`src/axi_sram_cfg.svh`:
```
// AXI SRAM slave configuration: bus widths and SRAM depth
`ifndef AXI_SRAM_CFG_SVH
`define AXI_SRAM_CFG_SVH
`default_nettype none

// Bus widths
`define AXI_SRAM_DATA_W 64
`define AXI_SRAM_ADDR_W 32
`define AXI_SRAM_ID_W   4

// Number of data words in the SRAM
`define AXI_SRAM_DEPTH  256

// Derived widths
`define AXI_SRAM_STRB_W (`AXI_SRAM_DATA_W / 8)
`define AXI_SRAM_OFS_W  ($clog2(`AXI_SRAM_STRB_W))
`define AXI_SRAM_IDX_W  ($clog2(`AXI_SRAM_DEPTH))

`default_nettype wire
`endif

```
`src/axi_sram_pkg.sv`:
```
// AXI SRAM slave types: channel beats, response codes and FSM states
`include "axi_sram_cfg.svh"
`default_nettype none

package axi_sram_pkg;

  // ----------------------------------------
  // Response codes and FSM states
  // ----------------------------------------
  typedef enum logic [1:0] {
    OKAY   = 2'b00,
    SLVERR = 2'b10
  } axi_resp_e;

  typedef enum logic [1:0] {
    WR_IDLE = 2'd0,
    WR_DATA = 2'd1,
    WR_RESP = 2'd2
  } wr_state_e;

  typedef enum logic [0:0] {
    RD_IDLE = 1'b0,
    RD_RESP = 1'b1
  } rd_state_e;

  // ----------------------------------------
  // AXI channel beats
  // ----------------------------------------
  typedef struct packed {
    logic [`AXI_SRAM_ID_W-1:0]   id;
    logic [`AXI_SRAM_ADDR_W-1:0] addr;
    logic [7:0]                  len;
    logic [1:0]                  size;
  } axi_aw_t;

  // Read address carries the same fields
  typedef axi_aw_t axi_ar_t;

  typedef struct packed {
    logic [`AXI_SRAM_DATA_W-1:0] data;
    logic [`AXI_SRAM_STRB_W-1:0] strb;
    logic                        last;
  } axi_w_t;

  typedef struct packed {
    logic [`AXI_SRAM_ID_W-1:0] id;
    axi_resp_e                 resp;
  } axi_b_t;

  typedef struct packed {
    logic [`AXI_SRAM_ID_W-1:0]   id;
    logic [`AXI_SRAM_DATA_W-1:0] data;
    axi_resp_e                   resp;
    logic                        last;
  } axi_r_t;

  // SRAM write command
  typedef struct packed {
    logic [`AXI_SRAM_IDX_W-1:0]  idx;
    logic [`AXI_SRAM_DATA_W-1:0] data;
    logic [`AXI_SRAM_STRB_W-1:0] strb;
  } sram_wr_t;

endpackage

`default_nettype wire

```
`src/axi_sram_resp.sv`:
```
// Response stage: holds the B and R beats until the master accepts them
`include "axi_sram_cfg.svh"
`timescale 1ns/100ps
`default_nettype none

module axi_sram_resp (
  input  wire                          i_aclk,
  input  wire                          i_rst_n,
  input  axi_sram_pkg::axi_b_t         i_b,
  input  wire                          i_b_load,
  output axi_sram_pkg::axi_b_t         o_b,
  output logic                         o_bvalid,
  input  wire                          i_bready,
  output logic                         o_b_done,
  input  wire [`AXI_SRAM_ID_W-1:0]     i_r_id,
  input  axi_sram_pkg::axi_resp_e      i_r_resp,
  input  wire                          i_r_load,
  input  wire [`AXI_SRAM_DATA_W-1:0]   i_rd_data,
  output axi_sram_pkg::axi_r_t         o_r,
  output logic                         o_rvalid,
  input  wire                          i_rready,
  output logic                         o_r_done
);

  logic [`AXI_SRAM_ID_W-1:0] r_id_q;
  axi_sram_pkg::axi_resp_e   r_resp_q;

  assign o_b_done = o_bvalid & i_bready;
  assign o_r_done = o_rvalid & i_rready;

  // ----------------------------------------
  // Valid flags
  // ----------------------------------------
  always_ff @(posedge i_aclk or negedge i_rst_n) begin
    if (!i_rst_n) begin
      o_bvalid <= 1'b0;
      o_rvalid <= 1'b0;
    end else begin
      if (i_b_load) begin
        o_bvalid <= 1'b1;
      end else if (o_b_done) begin
        o_bvalid <= 1'b0;
      end
      if (i_r_load) begin
        o_rvalid <= 1'b1;
      end else if (o_r_done) begin
        o_rvalid <= 1'b0;
      end
    end
  end

  // Beat payloads
  always_ff @(posedge i_aclk) begin
    if (i_b_load) begin
      o_b <= i_b;
    end
    if (i_r_load) begin
      r_id_q   <= i_r_id;
      r_resp_q <= i_r_resp;
    end
  end

  // SRAM data lands one cycle after the load, zeroed on error
  assign o_r = '{id:   r_id_q,
                 data: (r_resp_q == axi_sram_pkg::OKAY) ? i_rd_data : '0,
                 resp: r_resp_q,
                 last: 1'b1};

  // ----------------------------------------
  // Beats hold while stalled
  // ----------------------------------------
  a_b_hold: assert property (@(posedge i_aclk) disable iff (!i_rst_n)
    o_bvalid && !i_bready |=> o_bvalid && $stable(o_b));

  a_r_hold: assert property (@(posedge i_aclk) disable iff (!i_rst_n)
    o_rvalid && !i_rready |=> o_rvalid && $stable(o_r));

endmodule

`default_nettype wire

```
`config.mk`:
```
export PLATFORM = sky130hd
export DESIGN_NAME = axi_sram_resp
export DESIGN_NICKNAME = d
export VERILOG_FILES = /design/src/axi_sram_pkg.sv /design/src/axi_sram_resp.sv
export VERILOG_INCLUDE_DIRS = /design/src /design/src/src
export SDC_FILE = /design/constraint.sdc
export NUM_CORES = 1
export LEC_CHECK = 0
export BUFFER_PORTS_ARGS = -buffer_cell sky130_fd_sc_hd__buf_2
export CAP_MARGIN = 20
export CORE_AREA = 2 2 63 65
export DETAILED_ROUTE_END_ITERATION = 10
export DIE_AREA = 0 0 65 67
export GPL_TIMING_DRIVEN = 0
export PLACE_DENSITY_LB_ADDON = 0.1
export SLEW_MARGIN = 20
export SYNTH_ARGS = -nofsm -noshare
export SYNTH_HDL_FRONTEND = slang
export SYNTH_SLANG_ARGS = --single-unit
```
`constraint.sdc`:
```
create_clock -name i_aclk -period 1.8 [get_ports i_aclk]
set_clock_uncertainty 0.05 [all_clocks]
set_input_delay 0.09 -clock i_aclk [delete_from_list [all_inputs] [get_ports i_aclk]]
set_output_delay 0.09 -clock i_aclk [all_outputs]
set_load 0.03 [all_outputs]
```
# Yosys cells after proc, flatten, opt, wreduce, memory -nomap -nowiden
# Cells that the tools add are included.
# word_totals
elab_cells	16
output_inout_bits	81
register_bits	14
# classes
muxes	5
reduce_logical	3
bitwise	2
# ops
op	count
$mux W64	1
$mux W1	4
$reduce_bool A2 Y1	2
$and A1 B1 Y1	2
$logic_not A2 Y1	1

# Depth between registers and ports, before layout
# logic_depth
depth_word	3
depth_mapped	3
mapped_depth_nobuf	2

# Worst setup path after synthesis
# Ideal clock, no wire load.
# synth_path
kind	reg-to-output
start	register r_resp_q[1]
end	output port o_r[10] in the netlist's numbering
arrival_time_ns	1.244
stages_incl_launch_ff	4
required_ns	1.660
path_buffers	1
path_slack_ns	0.416
path_cell_list	edfxtp_1 nor2_4 clkbuf_2 and2_1
# synth_lines
item	line	rtl
from (decl)	axi_sram_resp.sv:26	axi_sram_pkg::axi_resp_e r_resp_q;
from (signal assigned)	axi_sram_resp.sv:59	r_resp_q <= i_r_resp;
to (decl)	axi_sram_resp.sv:19	output axi_sram_pkg::axi_r_t o_r,

==> results.md <==
- Run status: complete, no violations
- Worst skew pair latency: 240 ps
- CTS tree: done
- Initial drt markers: 23
- Antenna violations before repair: 0
- Yosys reg bits: 14
- Routed vias: ~1,200
- Clk buf depth: 2
- PortBufs: 161
- Setup TNS: 0 ps
- Clock sinks: 14
- Endpoints failing setup: 0
- Hold slack final: ~67 ps
- Nets: 354
- Area growth, synth to finish: 109%
- Postcts setup bufs: 0
- Final worst path period need: 1600 ps
- VDD IR max: about 420 uV
- Top cell type by total area after synthesis: edfxtp_1
- Leak: 1.21 nW
- Max-slew violations: 0
- RSZ-0062 raised after global routing: no
- Syn avg cell area: roughly 10 sq um
- Fraction of the yosys area taken by sequential cells: 43.1%
- Antenna diodes: 0
- Placeable Area: 3610 sq um
- Post_cts resized: 0
- CP Capture Type: output port
- Setup slack after layout: between 150 and 200 ps
- Most frequent cells in the layout: 161 x buf_2, 43 x and2_2, 23 x and2_1
- Post-Synthesis Cells: 93
- Yosys cell types: 10
- Pre-CTS WS: approximately 420 ps
- P per Cell Area: 581 nW/um^2
- Fin crit share: 89.1%
- Syn nets: 175
- Required time of the worst setup path: 1660 ps
- Hold Vio Cnt, Final: 0
- Initial Utilization: between 20% and 30%
- Via density: 3.77
- Largest net degree at the start of global routing: 11
- H-tree Lvls: 1
- Final ANT Viol Nets: 0
- Root Driver: clkbuf_8
- Synth top area cells: edfxtp_1 38%, and2_2 34%, and2_1 15%
- Yosys top cell area share: 37.8%
- GR Overflow Total: 0
- Hold_buf cts: 13
- Clock slew at reported path FFs: 50 ps
- Gpl congestion: between 0.7 and 0.8
- Routed WL: 3360 um
- WP data arrival: 1460 ps
- Global-route wire length before repair: around 4500 um
- Fmax: 624 MHz
- Die width: approximately 65 um
- Synth warnings: 0
- HP Class: primary input to flip-flop
- Number of buffers created by CTS: 3
- Io pins: 163
- Die Y: 67 um
- CP Class: flip-flop to output port
- Drc violations: 0
- CP max FO: 10
- DR pass1 iterations: 4
- Critical Path Start Type: flip-flop
- Vias in the first global route: roughly 960
- Commonest non-fill, non-tap cell in the layout: buf_2
- Max-capacitance violation count: 0
- Routed length per instance: 10.6 um
- Layout cell share with drive strength beyond 1: 79.6%
- Mapped Area: between 900 and 1000 sq um
- Die Area: around 4400 sq um
- Rows: 22
- GRT Resource Usage Total: 13.2%
-- path summary, 6_finish.rpt --
path	depth (start not counted)	slack [ps]	start	endpoint
min in group asynchronous	2	110	i_rst_n	o_bvalid
setup reg to reg	1	1080	o_bvalid	o_bvalid
hold / removal	3	70	i_rready	o_rvalid
setup / recovery	4	200	r_resp_q[1]	o_r[14]
hold reg to reg	1	460	o_bvalid	o_bvalid
max in group asynchronous	2	1490	i_rst_n	o_rvalid
-- synth_stat cells (all sizes together) --
cell	n
clkbuf	6
inv	2
conb	1
edfxtp	12
and2	66
dfrtp	2
nor2	1
a21o	2
buf	1
-- power by group --
group          total (mW)  switching [mW]  internal [mW]
combinational       0.523           0.318          0.206
clock               0.243          0.0956          0.147
sequential          0.390         0.00907          0.381
total                1.16           0.422          0.734
-- layout make-up --
type,instances,area [sq um]
Buffer,7,37.5
Clock buffer,3,41.3
Fill cell,347,1620
Inverter,2,7.51
Multi-Input combinational cell,70,497
Sequential cell,14,410
Tap cell,48,60.1
Timing Repair Buffer,174,936
-- layer usage --
layer	vias to the layer above	global-route usage, %	wire length [um]
met3	4	3.55	375
met5	-	0	0
met2	74	25.9	1830
met1	484	13.4	1120
met4	0	3.99	34
li1	638	-	-
-- stage by stage --
stage | cell area [sq um] | power [mW] | instances | util (%)
after detailed placement | 1820 | 0.902 | 302 | 50.4
after floorplan | 952 | 0.711 | 93 | -
after global routing | 1990 | 1.21 | 318 | 55.2
after global placement | 1820 | 0.900 | 302 | 50.4
final | 1990 | 1.16 | 318 | 55.2
after CTS | 1990 | 1.17 | 318 | 55.2
-- kinds of logic (layout without fill, tap and decap cells) --
group / count (synthesis) / after routing / synth area share, %
AND/OR/NAND/NOR: 67 / 67 / 50.2
flip-flops: 14 / 14 / 43.1
buffers and inverters: 9 / 186 / 4.73
AO/OA/AOI/OAI: 2 / 2 / 1.58
other: 1 / 1 / 0.394
-- critical path, cell delays in order (launching register included) --
cell and delay, ps:
edfxtp_1 410, nor2_4 240, clkbuf_2 220, and2_2 160, buf_2 190
-- registers in the layout, summed over array words and instances (netlist names) --
register  flops
o_b           6
o_rvalid      1
r_id_q        4
r_resp_q      2
o_bvalid      1
No activity file was read; power rests on OpenSTA's default activity.
