$ cat config.mk
export PLATFORM = sky130hd
export DESIGN_NAME = axi_sram_rd_req
export DESIGN_NICKNAME = d
export VERILOG_FILES = /design/src/axi_sram_pkg.sv /design/src/axi_sram_rd_req.sv
export VERILOG_INCLUDE_DIRS = /design/src /design/src/src
export SDC_FILE = /design/constraint.sdc
export NUM_CORES = 1
export LEC_CHECK = 0
export BUFFER_PORTS_ARGS = -buffer_cell sky130_fd_sc_hd__buf_2
export CAP_MARGIN = 30
export CORE_AREA = 2 2 39 41
export CTS_CLUSTER_SIZE = 12
export DETAILED_ROUTE_END_ITERATION = 10
export DIE_AREA = 0 0 41 43
export GPL_TIMING_DRIVEN = 0
export PLACE_DENSITY = 0.82
export SLEW_MARGIN = 10
export SYNTH_ARGS = -nofsm -noshare
export SYNTH_HDL_FRONTEND = slang
export SYNTH_SLANG_ARGS = --single-unit
export TNS_END_PERCENT = 100
$ cat constraint.sdc
create_clock -name i_aclk -period 3 [get_ports i_aclk]
set_input_delay 0.9 -clock i_aclk [delete_from_list [all_inputs] [get_ports i_aclk]]
set_output_delay 0.9 -clock i_aclk [all_outputs]
set_load 0.005 [all_outputs]
$ cat src/axi_sram_cfg.svh
// AXI SRAM slave configuration: bus widths and SRAM depth
`ifndef AXI_SRAM_CFG_SVH
`define AXI_SRAM_CFG_SVH
`default_nettype none

// Bus widths
`define AXI_SRAM_DATA_W 64
`define AXI_SRAM_ADDR_W 32
`define AXI_SRAM_ID_W   4

// Number of data words in the SRAM
`define AXI_SRAM_DEPTH  256

// Derived widths
`define AXI_SRAM_STRB_W (`AXI_SRAM_DATA_W / 8)
`define AXI_SRAM_OFS_W  ($clog2(`AXI_SRAM_STRB_W))
`define AXI_SRAM_IDX_W  ($clog2(`AXI_SRAM_DEPTH))

`default_nettype wire
`endif

$ cat src/axi_sram_pkg.sv
// AXI SRAM slave types: channel beats, response codes and FSM states
`include "axi_sram_cfg.svh"
`default_nettype none

package axi_sram_pkg;

  // ----------------------------------------
  // Response codes and FSM states
  // ----------------------------------------
  typedef enum logic [1:0] {
    OKAY   = 2'b00,
    SLVERR = 2'b10
  } axi_resp_e;

  typedef enum logic [1:0] {
    WR_IDLE = 2'd0,
    WR_DATA = 2'd1,
    WR_RESP = 2'd2
  } wr_state_e;

  typedef enum logic [0:0] {
    RD_IDLE = 1'b0,
    RD_RESP = 1'b1
  } rd_state_e;

  // ----------------------------------------
  // AXI channel beats
  // ----------------------------------------
  typedef struct packed {
    logic [`AXI_SRAM_ID_W-1:0]   id;
    logic [`AXI_SRAM_ADDR_W-1:0] addr;
    logic [7:0]                  len;
    logic [1:0]                  size;
  } axi_aw_t;

  // Read address carries the same fields
  typedef axi_aw_t axi_ar_t;

  typedef struct packed {
    logic [`AXI_SRAM_DATA_W-1:0] data;
    logic [`AXI_SRAM_STRB_W-1:0] strb;
    logic                        last;
  } axi_w_t;

  typedef struct packed {
    logic [`AXI_SRAM_ID_W-1:0] id;
    axi_resp_e                 resp;
  } axi_b_t;

  typedef struct packed {
    logic [`AXI_SRAM_ID_W-1:0]   id;
    logic [`AXI_SRAM_DATA_W-1:0] data;
    axi_resp_e                   resp;
    logic                        last;
  } axi_r_t;

  // SRAM write command
  typedef struct packed {
    logic [`AXI_SRAM_IDX_W-1:0]  idx;
    logic [`AXI_SRAM_DATA_W-1:0] data;
    logic [`AXI_SRAM_STRB_W-1:0] strb;
  } sram_wr_t;

endpackage

`default_nettype wire

$ cat src/axi_sram_rd_req.sv
// Read-request stage: accepts AR, checks the request, issues the SRAM read
`include "axi_sram_cfg.svh"
`timescale 1ns/100ps
`default_nettype none

module axi_sram_rd_req (
  input  wire                          i_aclk,
  input  wire                          i_rst_n,
  input  axi_sram_pkg::axi_ar_t        i_ar,
  input  wire                          i_arvalid,
  output logic                         o_arready,
  output logic                         o_rd_en,
  output logic [`AXI_SRAM_IDX_W-1:0]   o_rd_idx,
  output logic [`AXI_SRAM_ID_W-1:0]    o_r_id,
  output axi_sram_pkg::axi_resp_e      o_r_resp,
  output logic                         o_r_load,
  input  wire                          i_r_done
);

  axi_sram_pkg::rd_state_e state_q;
  logic                    ar_fire;
  logic                    rd_ok;

  assign o_arready = (state_q == axi_sram_pkg::RD_IDLE);
  assign ar_fire   = i_arvalid & o_arready;

  assign rd_ok = (i_ar.len == 8'd0) &&
                 ~|i_ar.addr[`AXI_SRAM_ADDR_W-1:`AXI_SRAM_OFS_W+`AXI_SRAM_IDX_W];

  // Idle until R is taken by the master
  always_ff @(posedge i_aclk or negedge i_rst_n) begin
    if (!i_rst_n) begin
      state_q <= axi_sram_pkg::RD_IDLE;
    end else if (ar_fire) begin
      state_q <= axi_sram_pkg::RD_RESP;
    end else if (i_r_done) begin
      state_q <= axi_sram_pkg::RD_IDLE;
    end
  end

  assign o_rd_en  = ar_fire & rd_ok;
  assign o_rd_idx = i_ar.addr[`AXI_SRAM_OFS_W +: `AXI_SRAM_IDX_W];
  assign o_r_id   = i_ar.id;
  assign o_r_resp = rd_ok ? axi_sram_pkg::OKAY : axi_sram_pkg::SLVERR;
  assign o_r_load = ar_fire;

endmodule

`default_nettype wire

# After elaboration in Yosys (flattened, before gate mapping)
# Index checks and enable logic that the tools add are counted.
# totals
regBits	1
# op_classes
bitwise	3
mux	3
reduce_logical	5
# ops
cell	count
21-bit OR reduction	1
8-bit zero test	1
1-bit bitwise AND	2
1-bit 2-to-1 mux	2
2-bit 2-to-1 mux	1
2-bit nonzero test	1
1-bit logical AND	1
1-bit zero test	1
1-bit inverter	1

# Logic depth before layout (Yosys ltp)
# logic_depth
ltp_word	4
ltp_mapped	3
depth_no_buf	3

# Worst setup path after synthesis
# Ideal clock, no wire load.
# synth_path
path_kind	input -> output
from	input i_ar[4] in the netlist's numbering
to	output o_r_resp[1]
path_stages	3
setup_slack_ps	77
arrival_time_ps	2023
required_time_ps	2100
path_cell_list	or4_4 or3_1 or3_1
# synth_between
elab_chain_cells	3
# synth_lines
element	line_no	rtl
start: declaration	axi_sram_rd_req.sv:9	input axi_sram_pkg::axi_ar_t i_ar,
8-bit zero test	axi_sram_rd_req.sv:27	assign rd_ok = (i_ar.len == 8'd0) &&
1-bit logical AND	axi_sram_rd_req.sv:27	
2-bit 2-to-1 mux	axi_sram_rd_req.sv:44	assign o_r_resp = rd_ok ? axi_sram_pkg::OKAY : axi_sram_pkg::SLVERR;
end: declaration	axi_sram_rd_req.sv:15	output axi_sram_pkg::axi_resp_e o_r_resp,
# Every way passes these cells.

# Worst setup path in the final report
# Ends and elaborated chain as after synthesis.

==> results.toml <==
[worst_hold_path]
hold_class = "flip-flop to flip-flop"

[place]
dp_slack_ns = -0.184
io_buffer_count = 48
gp_congestion = 0.666
dp.cells = 96
hpwl_um = 774
placed_area_um2 = 488

[setup_path]
start_kind = "primary input"
critPathMaxFanout = 2
r2r-start = "state_q"
reg2regPathDepth = 2
crit_type = "primary input to output pin"
reg2reg_to = "state_q"
cp_data_arrival_time_ns = 2.26
crit_end = "o_r_resp[1]"
critPathLaunch = "i_ar[4]"
required_ns = 2.10
setup.worst_path.end_class = "output pin"
rrSetupSlack_ns = 2.25

[job]
maxCapViolCount = 0

[synth]
synth.area.mux_share = 0
synth.area.top_cells = "buf_4, nor4_1, dfrtp_1"
ys_seq_elements = 1
syn_avg_cell_area_um2 = 7.12
ys_types = 13
synth_nets = 82
netlist.area_leader.share = 0.429
ys.flop_type = "dfrtp_1"
synth-edff-count = 0
yosys-top-cells-count = "buf_4, nor4_1, nand2_1, or3_1"
netlist_instances = 32
mappedNetlistArea_um2 = 228
seq_area_frac_synth = 0.110
synth_compound_area_frac = 0.0330
yosysTopAreaCell = "buf_4"
yosysMostFrequentCell = "buf_4"
synth_top_family_by_area = "buffers and inverters"
ys_warn_count = 0
async_reset_ff_frac = 1.00
synth-adder-area-share = 0
synth-xor-area-share = 0
yosys.area_share.simple = 0.396

[pwr]
p_leak_nw = 0.289
power.density_mw_per_mm2 = 141
irDropWorstVdd_v = 0.0000956

[drt]
via_count = 392
postRouteAntennaNets = 0
drt-pass1-iter-count = 1
drtIter0Drc = 0
drc = 0
viasPerCell = 4.08
wl_per_cell_um = 8.23
wl_um = 790

[grt]
overflow = 0
grt_first_pass_wirelength_um = 917
grt.total_usage = 0.0701
grt_pass1_vias = 272
grt_antenna_before_repair = 0
grt_max_degree = 4

[clock_network]
cts_setup_buffers = 0
ctsHoldBuffers = 0
clk_pin_slew_ns = 0
worstSkewPairLatency_ns = 0
cts_repair_resize_count = 1

[layout]
instances_no_fill = 96
drive_gt1_frac = 0.775
n_antenna_cell = 0
syn_to_final_growth_pct = 117
n_fill_cell = 152
fin_nets = 132
largest_reg_flops = 1
regMostFlops = "state_q"
seqCellArea_um2 = 25.0
final_cell_area_um2 = 494
multiInputGateArea_um2 = 101
largestRegisters = "state_q (1)"

[floorplan]
die_h_um = 43
core_area_mm2 = 0.00138
die_w_um = 41
rows = 14
dieArea_mm2 = 0.00176
start_util = 0.165
io_pins = 67

[outcome]
violations = "negative setup slack"
status = "complete, but fails checks"

[sta]
finalSetupViolations = 1
setup_slack_ns = -0.159
fin_skew_ns = 0
layout_min_cycle_time_ns = 3.16
finalHoldViolCount = 0
rsz0062_at_grt = "true"
hold_ws_ns = 0.534
fin_crit_sh = 1.05
clock.fmax_mhz = 317
slew_viol_final = 0
fin_tns_setup_ns = -0.159
## critical path: stages
cell	delay (ns)
buf_6	0.09
or4_4	0.52
or3_1	0.30
or3_1	0.31
buf_2	0.14
## layout make-up
| class | count | share of cell area |
|---|---|---|
| inverter | 1 | 0.00759 |
| multi-input combinational | 17 | 0.205 |
| timing repair buffer | 48 | 0.499 |
| buffer | 13 | 0.197 |
| sequential | 1 | 0.0506 |
| tap | 16 | 0.0405 |
## worst min path at each step
stage / from / depth (start not counted) / end
after floorplan: state_q / 2 / state_q
after global placement: state_q / 2 / state_q
after detailed placement: state_q / 2 / state_q
after CTS: state_q / 2 / state_q
after global routing: state_q / 2 / state_q
final: state_q / 2 / state_q
## per-stage QoR
stage,power [mW],utilization
floorplan,0.0377,-
global placement,0.0681,0.353
detailed placement,0.0698,0.353
CTS,0.0708,0.357
global route,0.0776,0.357
finish,0.0699,0.357
## power breakdown
part	total [mW]	internal (mW)	switching (mW)	leakage (nW)
Sequential	0.0167	0.0157	0.000915	0.0120
Combinational	0.0532	0.0367	0.0165	0.277
Clock	0	0	0	0
Total	0.0699	0.0525	0.0174	0.289
## metal layers
| metal | global-route usage | share of wire | up-vias |
|---|---|---|---|
| li1 | - | - | 196 |
| met1 | 0.0637 | 0.27 | 150 |
| met2 | 0.153 | 0.47 | 46 |
| met3 | 0.00524 | 0.26 | 0 |
| met4 | 0 | 0 | 0 |
| met5 | 0 | 0 | - |
## logic make-up after synthesis
kind of cell / count (synthesis)
AOI/OAI and AO/OA: 1
buffers and inverters: 14
DFF: 1
other: 1
and+or+nand+nor: 15
## placed cells by master, fill, tap and decap left out
master / Yosys / layout
or3_1: 2 / 2
nor3_1: 1 / 1
nor4_1: 6 / 6
buf_4: 13 / 13
buf_6: 0 / 1
or4_4: 1 / 1
nor2b_1: 1 / 1
nand4_1: 1 / 1
inv_1: 1 / 1
nor2_1: 1 / 1
dfrtp_1: 1 / 1
o21bai_1: 1 / 1
conb_1: 1 / 1
buf_2: 0 / 47
nand2_1: 2 / 2
Note: power is estimated with default switching activity, not from simulation.
