==> src/axi_sram_cfg.svh <==
// AXI SRAM slave configuration: bus widths and SRAM depth
`ifndef AXI_SRAM_CFG_SVH
`define AXI_SRAM_CFG_SVH
`default_nettype none

// Bus widths
`define AXI_SRAM_DATA_W 64
`define AXI_SRAM_ADDR_W 32
`define AXI_SRAM_ID_W   4

// Number of data words in the SRAM
`define AXI_SRAM_DEPTH  256

// Derived widths
`define AXI_SRAM_STRB_W (`AXI_SRAM_DATA_W / 8)
`define AXI_SRAM_OFS_W  ($clog2(`AXI_SRAM_STRB_W))
`define AXI_SRAM_IDX_W  ($clog2(`AXI_SRAM_DEPTH))

`default_nettype wire
`endif

==> src/axi_sram_pkg.sv <==
// AXI SRAM slave types: channel beats, response codes and FSM states
`include "axi_sram_cfg.svh"
`default_nettype none

package axi_sram_pkg;

  // ----------------------------------------
  // Response codes and FSM states
  // ----------------------------------------
  typedef enum logic [1:0] {
    OKAY   = 2'b00,
    SLVERR = 2'b10
  } axi_resp_e;

  typedef enum logic [1:0] {
    WR_IDLE = 2'd0,
    WR_DATA = 2'd1,
    WR_RESP = 2'd2
  } wr_state_e;

  typedef enum logic [0:0] {
    RD_IDLE = 1'b0,
    RD_RESP = 1'b1
  } rd_state_e;

  // ----------------------------------------
  // AXI channel beats
  // ----------------------------------------
  typedef struct packed {
    logic [`AXI_SRAM_ID_W-1:0]   id;
    logic [`AXI_SRAM_ADDR_W-1:0] addr;
    logic [7:0]                  len;
    logic [1:0]                  size;
  } axi_aw_t;

  // Read address carries the same fields
  typedef axi_aw_t axi_ar_t;

  typedef struct packed {
    logic [`AXI_SRAM_DATA_W-1:0] data;
    logic [`AXI_SRAM_STRB_W-1:0] strb;
    logic                        last;
  } axi_w_t;

  typedef struct packed {
    logic [`AXI_SRAM_ID_W-1:0] id;
    axi_resp_e                 resp;
  } axi_b_t;

  typedef struct packed {
    logic [`AXI_SRAM_ID_W-1:0]   id;
    logic [`AXI_SRAM_DATA_W-1:0] data;
    axi_resp_e                   resp;
    logic                        last;
  } axi_r_t;

  // SRAM write command
  typedef struct packed {
    logic [`AXI_SRAM_IDX_W-1:0]  idx;
    logic [`AXI_SRAM_DATA_W-1:0] data;
    logic [`AXI_SRAM_STRB_W-1:0] strb;
  } sram_wr_t;

endpackage

`default_nettype wire

==> src/axi_sram_wr_req.sv <==
// Write-request stage that pairs AW with W, checks the request and issues the SRAM write
`include "axi_sram_cfg.svh"
`timescale 1ns/100ps
`default_nettype none

module axi_sram_wr_req (
  input  wire                     i_aclk,
  input  wire                     i_rst_n,
  input  axi_sram_pkg::axi_aw_t   i_aw,
  input  wire                     i_awvalid,
  output logic                    o_awready,
  input  axi_sram_pkg::axi_w_t    i_w,
  input  wire                     i_wvalid,
  output logic                    o_wready,
  output axi_sram_pkg::sram_wr_t  o_sram_wr,
  output logic                    o_sram_we,
  output axi_sram_pkg::axi_b_t    o_b,
  output logic                    o_b_load,
  input  wire                     i_b_done
);

  axi_sram_pkg::wr_state_e state_q;
  axi_sram_pkg::wr_state_e state_d;
  axi_sram_pkg::axi_aw_t   aw_q;
  logic                    aw_fire;
  logic                    w_fire;
  logic                    wr_ok;

  assign o_awready = (state_q == axi_sram_pkg::WR_IDLE);
  assign o_wready  = (state_q == axi_sram_pkg::WR_DATA);
  assign aw_fire   = i_awvalid & o_awready;
  assign w_fire    = i_wvalid & o_wready;

  // Single beat, inside the SRAM, and W marked last
  assign wr_ok = (aw_q.len == 8'd0) && i_w.last &&
                 ~|aw_q.addr[`AXI_SRAM_ADDR_W-1:`AXI_SRAM_OFS_W+`AXI_SRAM_IDX_W];

  // ----------------------------------------
  // FSM
  // ----------------------------------------
  always_comb begin
    state_d = state_q;
    unique case (state_q)
      axi_sram_pkg::WR_IDLE: if (aw_fire) state_d = axi_sram_pkg::WR_DATA;
      axi_sram_pkg::WR_DATA: if (w_fire) state_d = axi_sram_pkg::WR_RESP;
      axi_sram_pkg::WR_RESP: if (i_b_done) state_d = axi_sram_pkg::WR_IDLE;
      default:               state_d = axi_sram_pkg::WR_IDLE;
    endcase
  end

  always_ff @(posedge i_aclk or negedge i_rst_n) begin
    if (!i_rst_n) begin
      state_q <= axi_sram_pkg::WR_IDLE;
    end else begin
      state_q <= state_d;
    end
  end

  // Address beat held until the data beat arrives
  always_ff @(posedge i_aclk) begin
    if (aw_fire) begin
      aw_q <= i_aw;
    end
  end

  assign o_sram_wr = '{idx:  aw_q.addr[`AXI_SRAM_OFS_W +: `AXI_SRAM_IDX_W],
                       data: i_w.data,
                       strb: i_w.strb};
  assign o_sram_we = w_fire & wr_ok;

  assign o_b      = '{id:   aw_q.id,
                      resp: wr_ok ? axi_sram_pkg::OKAY : axi_sram_pkg::SLVERR};
  assign o_b_load = w_fire;

  // B handshake only while a write waits for its response
  a_b_done_in_resp: assert property (@(posedge i_aclk) disable iff (!i_rst_n)
    i_b_done |-> (state_q == axi_sram_pkg::WR_RESP));

endmodule

`default_nettype wire

==> config.mk <==
export PLATFORM = sky130hd
export DESIGN_NAME = axi_sram_wr_req
export DESIGN_NICKNAME = d
export VERILOG_FILES = /design/src/axi_sram_pkg.sv /design/src/axi_sram_wr_req.sv
export VERILOG_INCLUDE_DIRS = /design/src /design/src/src
export SDC_FILE = /design/constraint.sdc
export NUM_CORES = 1
export LEC_CHECK = 0
export ABC_AREA = 1
export BUFFER_PORTS_ARGS = -buffer_cell sky130_fd_sc_hd__buf_2
export CAP_MARGIN = 40
export CORE_UTILIZATION = 33
export CTS_BUF_LIST = sky130_fd_sc_hd__clkbuf_16
export CTS_CLUSTER_DIAMETER = 80
export DETAILED_ROUTE_END_ITERATION = 8
export PLACE_DENSITY_LB_ADDON = 0.25
export SLEW_MARGIN = 20
export SYNTH_ARGS = -nofsm -noshare
export SYNTH_HDL_FRONTEND = slang
export SYNTH_SLANG_ARGS = --single-unit
==> constraint.sdc <==
create_clock -name i_aclk -period 2.7 [get_ports i_aclk]
set_input_delay 0 -clock i_aclk [delete_from_list [all_inputs] [get_ports i_aclk]]
set_output_delay 0 -clock i_aclk [all_outputs]
set_load 0.01 [all_outputs]
# After elaboration in Yosys (flattened, before gate mapping)
# Index checks and enable logic that the tools add are counted.
dict set report totals {
  reg_bits 46
  out_inout_bits 90
  word_cells 24
}
dict set report classes {
  n_eq_ne 5
  mux 5
  bitwise 3
  n_reduce_logical 7
}
# operator count
set op_table {}
lappend op_table {{21-bit OR reduction} 1}
lappend op_table {{8-bit zero test} 1}
lappend op_table {{2-bit 2-to-1 mux} 4}
lappend op_table {{2-bit case mux with 3 select lines} 1}
lappend op_table {{2-bit by 1-bit != test with 1-bit output, second input constant} 2}
lappend op_table {{1-bit AND} 3}
lappend op_table {{3-bit AND reduction} 1}
lappend op_table {{2-bit by 1-bit equality test with 1-bit output, second input constant} 1}
lappend op_table {{2-bit equality test, second input constant} 1}
lappend op_table {{1-bit logical AND} 2}
lappend op_table {{2-bit zero test} 1}
lappend op_table {{2-bit != test, second input constant} 1}
lappend op_table {{1-bit zero test} 1}

# Depth between registers and ports, before layout
# Gate-level depths: netlist (run 1).
dict set report logic_depth {
  word_depth 4
  mapped_depth 7
}

# Worst setup path before layout (run 1)
# Ideal clock, no wire load.
dict set report synth_timing {
  path_type {reg-to-reg}
  start {reg state_q[1]}
  end {reg aw_q[21] in the netlist's numbering (enable)}
  setup_ps 439
  arrival_ps 2408
  t_required_ps 2261
  setup_slack_ps -147
  stages_incl_launch_ff 4
  cell_sequence {dfrtp_1 nor2_1 inv_1 nor2_1}
}
dict set report synth_between {
  elab_chain_cells 2
}
# item line
set synth_rtl {}
lappend synth_rtl {{start: declaration} axi_sram_wr_req.sv:22} ;# axi_sram_pkg::wr_state_e state_q;
lappend synth_rtl {{start signal: assignment} axi_sram_wr_req.sv:53} ;# state_q <= axi_sram_pkg::WR_IDLE;
lappend synth_rtl {{start signal: assignment} axi_sram_wr_req.sv:55} ;# state_q <= state_d;
lappend synth_rtl {{2-bit zero test} axi_sram_wr_req.sv:29} ;# assign o_awready = (state_q == axi_sram_pkg::WR_IDLE);
lappend synth_rtl {{named net o_awready} axi_sram_wr_req.sv:11} ;# output logic o_awready,
lappend synth_rtl {{1-bit AND} axi_sram_wr_req.sv:31} ;# assign aw_fire = i_awvalid & o_awready;
lappend synth_rtl {{named net aw_fire} axi_sram_wr_req.sv:25} ;# logic aw_fire;
lappend synth_rtl {{end signal: assignment} axi_sram_wr_req.sv:62} ;# aw_q <= i_aw;
lappend synth_rtl {{end: declaration} axi_sram_wr_req.sv:24} ;# axi_sram_pkg::axi_aw_t aw_q;
# The timed path passes the listed nets, and every way through them passes these cells.
# A chain may end at the register's enable or synchronous reset.

# Final worst setup path (run 1)
dict set report layout_timing {
  start {reg state_q[1]}
  end {reg aw_q (netlist bit o_sram_wr[79]) (enable)}
}
dict set report layout_between {
  elab_chain_cells 2
}
# item line
set layout_rtl {}
lappend layout_rtl {{2-bit zero test} axi_sram_wr_req.sv:29}
lappend layout_rtl {{1-bit AND} axi_sram_wr_req.sv:31}
lappend layout_rtl {{named net aw_fire} axi_sram_wr_req.sv:25}
# The timed path passes the listed nets, and every way through them passes these cells.

==> impl_summary.log, run 1 <==
INFO  metric slew_viol_final = 0
INFO  metric critical_path.slowest_cell = buf_4
INFO  metric worst_setup_path_end_kind = flop
INFO  metric floorplan.initialDensity = 0.341
INFO  metric seq_area_frac_synth = 0.591
INFO  metric floorplan.rows = 29
INFO  metric die_w = 83.1 um
INFO  metric hold_slack = 0.00000393 ns
INFO  metric finish.net_count = 343
INFO  metric fmaxAchievable = 645 MHz
INFO  metric floorplan.die.height = 83.1 um
INFO  metric stdcell_count = 297
INFO  metric grt_util_all_layers = 0.148
INFO  metric grt_setup_unrepaired = false
INFO  metric clock_insertion_delay_worst_skew = 0.28 ns
INFO  metric cts-root-to-sink-buffers = 2
INFO  metric first_global_vias = 1,197
INFO  metric postCtsSetupRepairBufs = 0
INFO  metric timing.critical_path.fanout_max = 41
INFO  metric grt_remaining_overflow = 0
INFO  metric layout.cells.most_common = buf_2
INFO  metric post_route_cells_drive_above_1_share = 0.350
INFO  metric routed_wl = 5.22 mm
INFO  metric post-route-drc-count = 0
INFO  metric design.portCount = 214
INFO  metric h-tree-depth = 2
INFO  metric grt_first_pass_wirelength = 7.29 mm
INFO  metric ctsRootBufferMaster = clkbuf_16
INFO  metric die_outline_area = 6900 sq um
INFO  metric initialDrtViolationCount = 46
INFO  metric tritoncts.num_buffers = 5
INFO  metric cts_tree = built
INFO  metric tritoncts_num_sinks = 43
INFO  metric largest_net_degree_at_the_start_of_global_routing = 42
INFO  metric classification_of_the_worst_slack_hold_path = in2out
INFO  metric static-leakage-power = 1.12 nW
INFO  metric syn_inst = 189
INFO  metric dr.pass1.iters = 3
INFO  metric antenna-diode-count = 0
INFO  metric worstSetupPathType = reg2reg
INFO  metric power.density = 777 nW/um^2
INFO  metric reg2reg_depth = 4
INFO  metric synth.net_count = 313
INFO  metric timing.slew.headroom = 0.644
INFO  metric ys_ff_latch = 43
INFO  metric final_cell_mix = buf_2, dlygate4sd3_1, edfxtp_1, inv_1, nand2_1
INFO  metric worst_slew_pin_slew = 0.535 ns
INFO  metric number_of_antenna_violations_at_the_first_check_in_global_routing = 0
INFO  metric syn_to_final_growth = 18.2%
INFO  metric vdd.ir_drop.worst = 0.453 mV
INFO  metric synth.distinct_cells = 13
INFO  metric cap_violations = 0
INFO  metric vias = 1,192
INFO  metric critical_path.startpoint_type = flop
INFO  metric setup_viol_count_final = 0
INFO  metric part_of_the_cycle_the_worst_path_needs = 0.574
INFO  metric final.min_clock_period = 1.55 ns
INFO  metric crit_chain = nor2_1 > inv_1 > nor2_4 > buf_4
INFO  metric vias_per_cell = 4.01
INFO  metric io_buffers = 63
INFO  metric placed_cells = 245
INFO  metric route.detailed.wl_per_inst = 17.6 um
INFO  metric hold_path_depth = 0
INFO  metric place_hpwl = 3.96 mm
INFO  metric gp_congestion = 0.748
INFO  metric post_cts.resized_instances = 0
INFO  metric final_hold_viol_count = 0
INFO  metric run_status = complete, no violations
INFO  metric crit_path_max_incr_delay = 0.45 ns
INFO  metric design_power_total = 1.99 mW
INFO  metric synth_area = 2170 sq um
INFO  metric yosys_warnings = 0
INFO  metric core_area = 6350 sq um
INFO  metric clkSlewWorstSetupHoldPaths = 0.06 ns
INFO  metric postSynthAreaPerCell = 11.5 sq um
INFO  metric data_arrival_time_at_the_worst_slack_endpoint = 1.47 ns
INFO  metric totalNegativeSetupSlack = 0 ns
INFO  metric drtAntennaViolNets = 0
INFO  metric critPathRequiredTime = 2.62 ns
INFO  metric finClkSkew = 0.00281 ns
INFO  metric utilization = 0.404
## critical path, delay by kind of cell, from the launching register on
| kind | cells | cell delay (ns) |
|---|---|---|
| buffers and inverters | 2 | 0.55 |
| flip-flops | 1 | 0.40 |
| AND/OR/NAND/NOR | 2 | 0.21 |
## Yosys cell counts
master,n,area share
and2_1,1,0.0029
buf_4,85,0.29
conb_1,1,0.0017
dfrtp_1,2,0.023
edfxtp_1,41,0.57
inv_1,24,0.042
nand2_1,15,0.026
nand2_2,1,0.0029
nand3_1,1,0.0023
nor2_1,12,0.021
nor2_2,4,0.012
o21ai_0,1,0.0023
o22ai_1,1,0.0029
## path summary, 6_finish.rpt
check / slack (ns) / from / to
worst max-delay path: 1.15 / state_q[1] / o_sram_wr[79]
worst min-delay path: 0.000004 / i_w[12] / o_sram_wr[11]
worst max register to register: 1.15 / state_q[1] / o_sram_wr[79]
worst min register to register: 0.57 / state_q[0] / state_q[1]
max in group asynchronous: 2.55 / i_rst_n / state_q[1]
min in group asynchronous: 0.05 / i_rst_n / state_q[0]
## through the flow
| step | instance area [sq um] | setup WS [ns] |
|---|---|---|
| 3_5_place_dp | 1960 | 1.16 |
| 2_1_floorplan | 2170 | 0.530 |
| 5_1_grt | 2560 | 1.04 |
| 3_3_place_gp | 1960 | 1.18 |
| 4_1_cts | 2560 | 1.15 |
| 6_report | 2560 | 1.15 |
## cell type report
type | instances | area, sq um
Inverter | 24 | 90.1
Sequential cell | 43 | 1280
Multi-Input combinational cell | 37 | 166
Fill cell | 612 | 3790
Clock buffer | 5 | 125
Clock inverter | 3 | 41.3
Timing Repair Buffer | 108 | 763
Tap cell | 77 | 96.3
## sequential cells by signal, summed over array words and instances, names as in the netlist
name       count
o_b            4
state_q        2
aw_q          29
o_sram_wr      8
## per-layer routing
layer / wire length, um / share of wire / track usage
met4: 165 / 0.032 / 0.0690
met3: 1240 / 0.24 / 0.162
met1: 1340 / 0.26 / 0.0970
met5: 0 / 0 / 0.0303
met2: 2480 / 0.47 / 0.246
## cell families after synthesis
family / count (synthesis) / share of synthesized area
flops: 43 / 0.591
compound gates: 2 / 0.00519
other cells: 1 / 0.00173
buf+inv: 109 / 0.336
simple gates: 34 / 0.0664
## report_power, final
group / total [mW] / internal [mW] / switching, mW
clock network: 0.672 / 0.433 / 0.239
logic: 0.359 / 0.146 / 0.213
registers: 0.961 / 0.922 / 0.0393
## repair_timing
action,CTS,global route
hold buffers,44,0
endpoints found under the setup margin,0,0
endpoints found under the hold margin,45,0
(Power assumes the default switching activity.)
==> run 2, diff against run 1 <==
--- a/config.mk
+++ b/config.mk
@@ -9,10 +9,11 @@
 export ABC_AREA = 1
 export BUFFER_PORTS_ARGS = -buffer_cell sky130_fd_sc_hd__buf_2
 export CAP_MARGIN = 40
-export CORE_UTILIZATION = 33
+export CORE_AREA = 2 2 83 85
 export CTS_BUF_LIST = sky130_fd_sc_hd__clkbuf_16
 export CTS_CLUSTER_DIAMETER = 80
 export DETAILED_ROUTE_END_ITERATION = 8
+export DIE_AREA = 0 0 85 87
 export PLACE_DENSITY_LB_ADDON = 0.25
 export SLEW_MARGIN = 20
 export SYNTH_ARGS = -nofsm -noshare
==> constraint.sdc (replaced) <==
create_clock -name i_aclk -period 1.5 [get_ports i_aclk]
set_input_delay 0 -clock i_aclk [delete_from_list [all_inputs] [get_ports i_aclk]]
set_output_delay 0 -clock i_aclk [all_outputs]
set_load 0.01 [all_outputs]
==> run 2 against run 1 <==
Clock skew up 0.0032 ns. Critical path depth up 4. Hold slack about the same. Cell count up 0.67%. Core utilization down 1.1 points. Design area up 0.63%. Flip-flop and latch count unchanged. Global-route usage down 2.7 points. Total power up 80%. Critical path type is now reg2out. Critical endpoint is now o_sram_we. Highest routed layer unchanged.
==> impl_summary.log, run 2 (synthesized netlist as in run 1, its figures left out) <==
INFO  metric h-tree-depth = 2 (unchanged)
INFO  metric post-route-drc-count = 0 (unchanged)
INFO  metric clock_insertion_delay_worst_skew = 0.28 ns (about the same)
INFO  metric post_route_cells_drive_above_1_share = 0.356 (+0.00616)
INFO  metric classification_of_the_worst_slack_hold_path = in2out
INFO  metric floorplan.die.height = 87 um (+4.7%)
INFO  metric vdd.ir_drop.worst = 0.775 mV (+71%)
INFO  metric largest_net_degree_at_the_start_of_global_routing = 42 (unchanged)
INFO  metric worst_setup_path_end_kind = primary output
INFO  metric slew_viol_final = 0 (unchanged)
INFO  metric post_cts.resized_instances = 0 (unchanged)
INFO  metric part_of_the_cycle_the_worst_path_needs = 0.857
INFO  metric critPathRequiredTime = 1.50 ns (-1.12 ns)
INFO  metric run_status = complete, no violations
INFO  metric vias_per_cell = 3.94 (-1.9%)
INFO  metric number_of_antenna_violations_at_the_first_check_in_global_routing = 0 (unchanged)
INFO  metric initialDrtViolationCount = 16 (-65%)
INFO  metric cap_violations = 0 (unchanged)
INFO  metric place_hpwl = 3.60 mm (-9.0%)
INFO  metric clkSlewWorstSetupHoldPaths = 0.06 ns (about the same)
INFO  metric finalWorstSetupSlack = 0.215 ns (-0.935 ns)
INFO  metric stdcell_count = 299 (+0.67%)
INFO  metric tritoncts_num_sinks = 43 (unchanged)
INFO  metric largest_reg_flops = 29 (unchanged)
INFO  metric ff_latch_area = 1280 sq um (unchanged)
INFO  metric routed_wl = 4.82 mm (-7.8%)
INFO  metric floorplan.initialDensity = 0.330 (-0.0114)
INFO  metric regMostFlops = aw_q
INFO  metric route.detailed.wl_per_inst = 16.1 um (-8.4%)
INFO  metric first_global_vias = 1,238 (+3.4%)
INFO  metric dr.pass1.iters = 4 (+1)
INFO  metric final.min_clock_period = 1.28 ns
INFO  metric syn_to_final_growth = 19.0%
INFO  metric floorplan.rows = 30 (+3.4%)
INFO  metric worstSetupPathType = reg2out
INFO  metric grt_util_all_layers = 0.121 (-0.0267)
INFO  metric tritoncts.num_buffers = 5 (unchanged)
INFO  metric die_w = 85 um (+2.3%)
INFO  metric power.density = 1390 nW/um^2 (+79%)
INFO  metric static-leakage-power = 1.12 nW (+0.38%)
INFO  metric die_outline_area = 7400 sq um (+7.2%)
INFO  metric design_power_total = 3.59 mW (+80%)
INFO  metric io_buffers = 63 (unchanged)
INFO  metric fmaxAchievable = 778 MHz
INFO  metric grt_remaining_overflow = 0 (unchanged)
INFO  metric cts-root-to-sink-buffers = 2 (unchanged)
INFO  metric hold_slack = 0.00000327 ns (-0.000000654 ns)
INFO  metric placed_cells = 248 (+1.2%)
INFO  metric cts_tree = built
INFO  metric multi_input_area = 174 sq um (+4.5%)
INFO  metric final_cell_mix = buf_2, dlygate4sd3_1, edfxtp_1, inv_1, nand2_1
INFO  metric layout.cells.most_common = buf_2
INFO  metric hold_buffers = 44 (unchanged)
INFO  metric drtAntennaViolNets = 0 (unchanged)
INFO  metric finClkSkew = 0.00604 ns (+0.00324 ns)
INFO  metric antenna-diode-count = 0 (unchanged)
INFO  metric gp_congestion = 0.637 (-15%)
INFO  metric grt_first_pass_wirelength = 6.64 mm (-8.9%)
INFO  metric final_hold_viol_count = 0 (unchanged)
INFO  metric design.portCount = 214 (unchanged)
INFO  metric ctsRootBufferMaster = clkbuf_16
INFO  metric timing.critical_path.fanout_max = 2 (-95%)
INFO  metric vias = 1,177 (-1.3%)
INFO  metric core_area = 6570 sq um (+3.4%)
INFO  metric place_ws = 0.216 ns (-0.942 ns)
INFO  metric grt_setup_unrepaired = false
INFO  metric setup_viol_count_final = 0 (unchanged)
INFO  metric finish.net_count = 343 (unchanged)
INFO  metric postCtsSetupRepairBufs = 0 (unchanged)
INFO  metric layout.filler_cells = 614 (+0.33%)
INFO  metric data_arrival_time_at_the_worst_slack_endpoint = 1.28 ns (-0.19 ns)
INFO  metric critical_path.startpoint_type = flop
[run 2: changes by cell type in the layout (fill, tap and decap cells not counted), sizes merged]
| cell | previous run | this run |
|---|---|---|
| clkinvlp | 1 | 0 |
[run 2: report_power, final]
group | total [mW] | leakage (nW) | switching [mW] | internal (mW)
combinational | 0.693 | 0.631 | 0.391 | 0.302
sequential | 1.74 | 0.411 | 0.0790 | 1.66
clock | 1.16 | 0.0811 | 0.394 | 0.769
[run 2: metrics by stage]
stage	util	instance area (sq um)	TNS [ns]
floorplan	-	2180	-6.40
global placement	0.302	1980	0
detailed placement	0.302	1980	0
CTS	0.393	2580	0
global route	0.393	2580	0
finish	0.393	2580	0
[run 2: path summary, 6_finish.rpt]
check / endpoint / cells past startpoint / startpoint / slack (ns)
setup reg to reg: aw_q[40] / 4 / state_q[1] / 0.22
max in group asynchronous: state_q[0] / 2 / i_rst_n / 1.36
hold reg to reg: state_q[1] / 2 / state_q[1] / 0.61
min in group asynchronous: state_q[1] / 2 / i_rst_n / 0.05
hold / removal: o_sram_wr[17] / 0 / i_w[18] / 0.000003
setup / recovery: o_sram_we / 8 / aw_q[32] / 0.22
[run 2: area by class of cell]
class	count	share of cell area
sequential	43	0.497
timing repair buffer	108	0.301
multi-input combinational	37	0.0674
clock buffer	5	0.0485
tap	80	0.0388
inverter	24	0.0349
clock inverter	2	0.0131
[run 2: critical path: stages (launching register included)]
cell	delay, ns
edfxtp_1	0.35
inv_1	0.06
nand2_1	0.05
nor2_1	0.09
nand2_1	0.07
nor2_2	0.12
nand2_2	0.07
nor2_2	0.07
buf_2	0.13
[run 2: per-layer routing]
metal  GRT usage  vias up  share of wire
li1            -      561              -
met1      0.0861      470           0.25
met2       0.216      134           0.52
met3       0.118       12           0.21
met4      0.0447        0          0.020
met5           0        -              0
==> run 3, diff against run 2 <==
--- a/config.mk
+++ b/config.mk
@@ -14,6 +14,7 @@
 export CTS_CLUSTER_DIAMETER = 80
 export DETAILED_ROUTE_END_ITERATION = 8
 export DIE_AREA = 0 0 85 87
+export GPL_TIMING_DRIVEN = 0
 export PLACE_DENSITY_LB_ADDON = 0.25
 export SLEW_MARGIN = 20
 export SYNTH_ARGS = -nofsm -noshare
==> run 3 against run 2 <==
Via count grew 48%. Clock power is essentially flat. Sequential share of layout area shrank 14 points. Combinational power grew 65%. Maximum frequency shrank 0.22%. Hold slack gained 0.036 ns. Global-route usage grew 1.8 points. Die area is the same. Total power grew 13%.
==> impl_summary.log, run 3 (synthesized netlist as in run 1, its figures left out) <==
INFO  metric run_status = complete, no violations
INFO  metric syn_to_final_growth = 66.5%
INFO  metric place_hpwl = 4.06 mm (+13%)
INFO  metric finish.net_count = 501 (+46%)
INFO  metric finClkSkew = 0.00430 ns (-0.00174 ns)
INFO  metric clock_insertion_delay_worst_skew = 0.28 ns (about the same)
INFO  metric number_of_antenna_violations_at_the_first_check_in_global_routing = 0 (unchanged)
INFO  metric power.density = 1120 nW/um^2 (-19%)
INFO  metric clkSlewWorstSetupHoldPaths = 0.06 ns (about the same)
INFO  metric worstSetupPathType = reg2out
INFO  metric design_power_total = 4.05 mW (+13%)
INFO  metric post_route_cells_drive_above_1_share = 0.629 (+0.272)
INFO  metric largest_reg_flops = 29 (unchanged)
INFO  metric ff_latch_area = 1280 sq um (unchanged)
INFO  metric gp_congestion = 0.679 (+6.6%)
INFO  metric floorplan.initialDensity = 0.330 (unchanged)
INFO  metric dr.pass1.iters = 2 (-2)
INFO  metric post_cts.resized_instances = 0 (unchanged)
INFO  metric regToRegEndpoint = o_sram_wr[79]
INFO  metric critical_path.startpoint_type = flop
INFO  metric critPathRequiredTime = 1.50 ns (about the same)
INFO  metric setup_viol_count_final = 0 (unchanged)
INFO  metric route.detailed.wl_per_inst = 12.0 um (-26%)
INFO  metric largest_net_degree_at_the_start_of_global_routing = 26 (-38%)
INFO  metric first_global_vias = 1,675 (+35%)
INFO  metric die_w = 85 um (unchanged)
INFO  metric grt_remaining_overflow = 0 (unchanged)
INFO  metric reg2reg_depth = 4 (unchanged)
INFO  metric vias_per_cell = 3.82 (-2.9%)
INFO  metric core_area = 6570 sq um (unchanged)
INFO  metric fmaxAchievable = 777 MHz (-0.22%)
INFO  metric start_point_of_the_critical_path = aw_q[32]
INFO  metric antenna-diode-count = 0 (unchanged)
INFO  metric worst_setup_path_end_kind = primary output
INFO  metric cap_violations = 0 (unchanged)
INFO  metric h-tree-depth = 2 (unchanged)
INFO  metric tritoncts_num_sinks = 43 (unchanged)
INFO  metric final.min_clock_period = 1.29 ns (+0.00289 ns)
INFO  metric grt_util_all_layers = 0.139 (+0.0175)
INFO  metric final_cell_mix = buf_2, buf_4, dlygate4sd3_1, edfxtp_1, inv_1
INFO  metric layout.cells.most_common = buf_2
INFO  metric vdd.ir_drop.worst = 0.917 mV (+18%)
INFO  metric grt_first_pass_wirelength = 7.87 mm (+19%)
INFO  metric tritoncts.num_buffers = 5 (unchanged)
INFO  metric layout.filler_cells = 561 (-8.6%)
INFO  metric io_buffers = 135 (+110%)
INFO  metric ctsRootBufferMaster = clkbuf_16
INFO  metric static-leakage-power = 1.82 nW (+62%)
INFO  metric utilization = 0.550 (+0.157)
INFO  metric final_hold_viol_count = 0 (unchanged)
INFO  metric timing.critical_path.fanout_max = 2 (unchanged)
INFO  metric cts-root-to-sink-buffers = 2 (unchanged)
INFO  metric routed_wl = 5.47 mm (+14%)
INFO  metric design.portCount = 214 (unchanged)
INFO  metric floorplan.rows = 30 (unchanged)
INFO  metric grt_setup_unrepaired = false
INFO  metric drtAntennaViolNets = 0 (unchanged)
INFO  metric vias = 1,747 (+48%)
INFO  metric rrSetupSlack = 0.21 ns (about the same)
INFO  metric multi_input_area = 174 sq um (unchanged)
INFO  metric cts_tree = built
INFO  metric data_arrival_time_at_the_worst_slack_endpoint = 1.29 ns (about the same)
INFO  metric post-route-drc-count = 0 (unchanged)
INFO  metric part_of_the_cycle_the_worst_path_needs = 0.858 (+0.00193)
INFO  metric reg2reg_from = state_q[1]
INFO  metric classification_of_the_worst_slack_hold_path = in2async
INFO  metric initialDrtViolationCount = 41 (+25)
INFO  metric slew_viol_final = 0 (unchanged)
INFO  metric die_outline_area = 7400 sq um (unchanged)
INFO  metric floorplan.die.height = 87 um (unchanged)
INFO  metric regMostFlops = aw_q
[run 3: metrics by stage]
stage	worst slack [ns]	cells	setup TNS (ns)	instance area (sq um)	hold WS, ns
after floorplan	-0.156	189	-6.40	2180	-0.296
final	0.212	457	0	3610	0.0364
after global routing	0.0375	457	0	3610	0.0399
after global placement	-0.354	404	-14.40	2960	-0.215
after CTS	0.163	457	0	3610	0.0438
after detailed placement	-0.0915	405	-2.24	2990	-0.212
[run 3: timing repair]
item                       CTS  global route
setup endpoints to repair   25             0
hold buffers                44             0
hold endpoints to repair    45             0
buffers inserted             1             0
[run 3: per-layer routing]
layer | track usage | up-vias | part of all wire
met5 | 0 | - | 0
li1 | - | 879 | -
met1 | 0.151 | 763 | 0.34
met2 | 0.263 | 99 | 0.55
met3 | 0.0417 | 6 | 0.098
met4 | 0.0346 | 0 | 0.0084
[run 3: final cells by class]
class	count	area share
Tap cell	80	0.0277
Clock buffer	5	0.0347
Timing Repair Buffer	181	0.322
Inverter	24	0.0250
Buffer	85	0.177
Sequential cell	43	0.355
Clock inverter	2	0.0104
Multi-Input combinational cell	37	0.0482
[run 3: how the worst max path moves through the flow]
stage / end / slack [ns] / cells after the start
final: o_sram_we / 0.21 / 8
after detailed placement: o_sram_wr[75] / -0.09 / 4
after CTS: o_sram_we / 0.16 / 8
after global placement: o_b[4] / -0.35 / 3
after floorplan: aw_q[21] / -0.16 / 3
after global routing: o_sram_we / 0.04 / 8
[run 3: worst max-delay path, cell delays in order, from the launching register on]
cell and delay (ns):
edfxtp_1 0.36, inv_1 0.06, nand2_1 0.05, nor2_1 0.09, nand2_1 0.08, nor2_2 0.11, nand2_2 0.07, nor2_2 0.07
buf_2 0.12
[run 3: power breakdown]
group | internal [mW] | switching, mW
registers | 1.65 | 0.0800
logic | 0.603 | 0.532
clock network | 0.774 | 0.404
total | 3.03 | 1.02
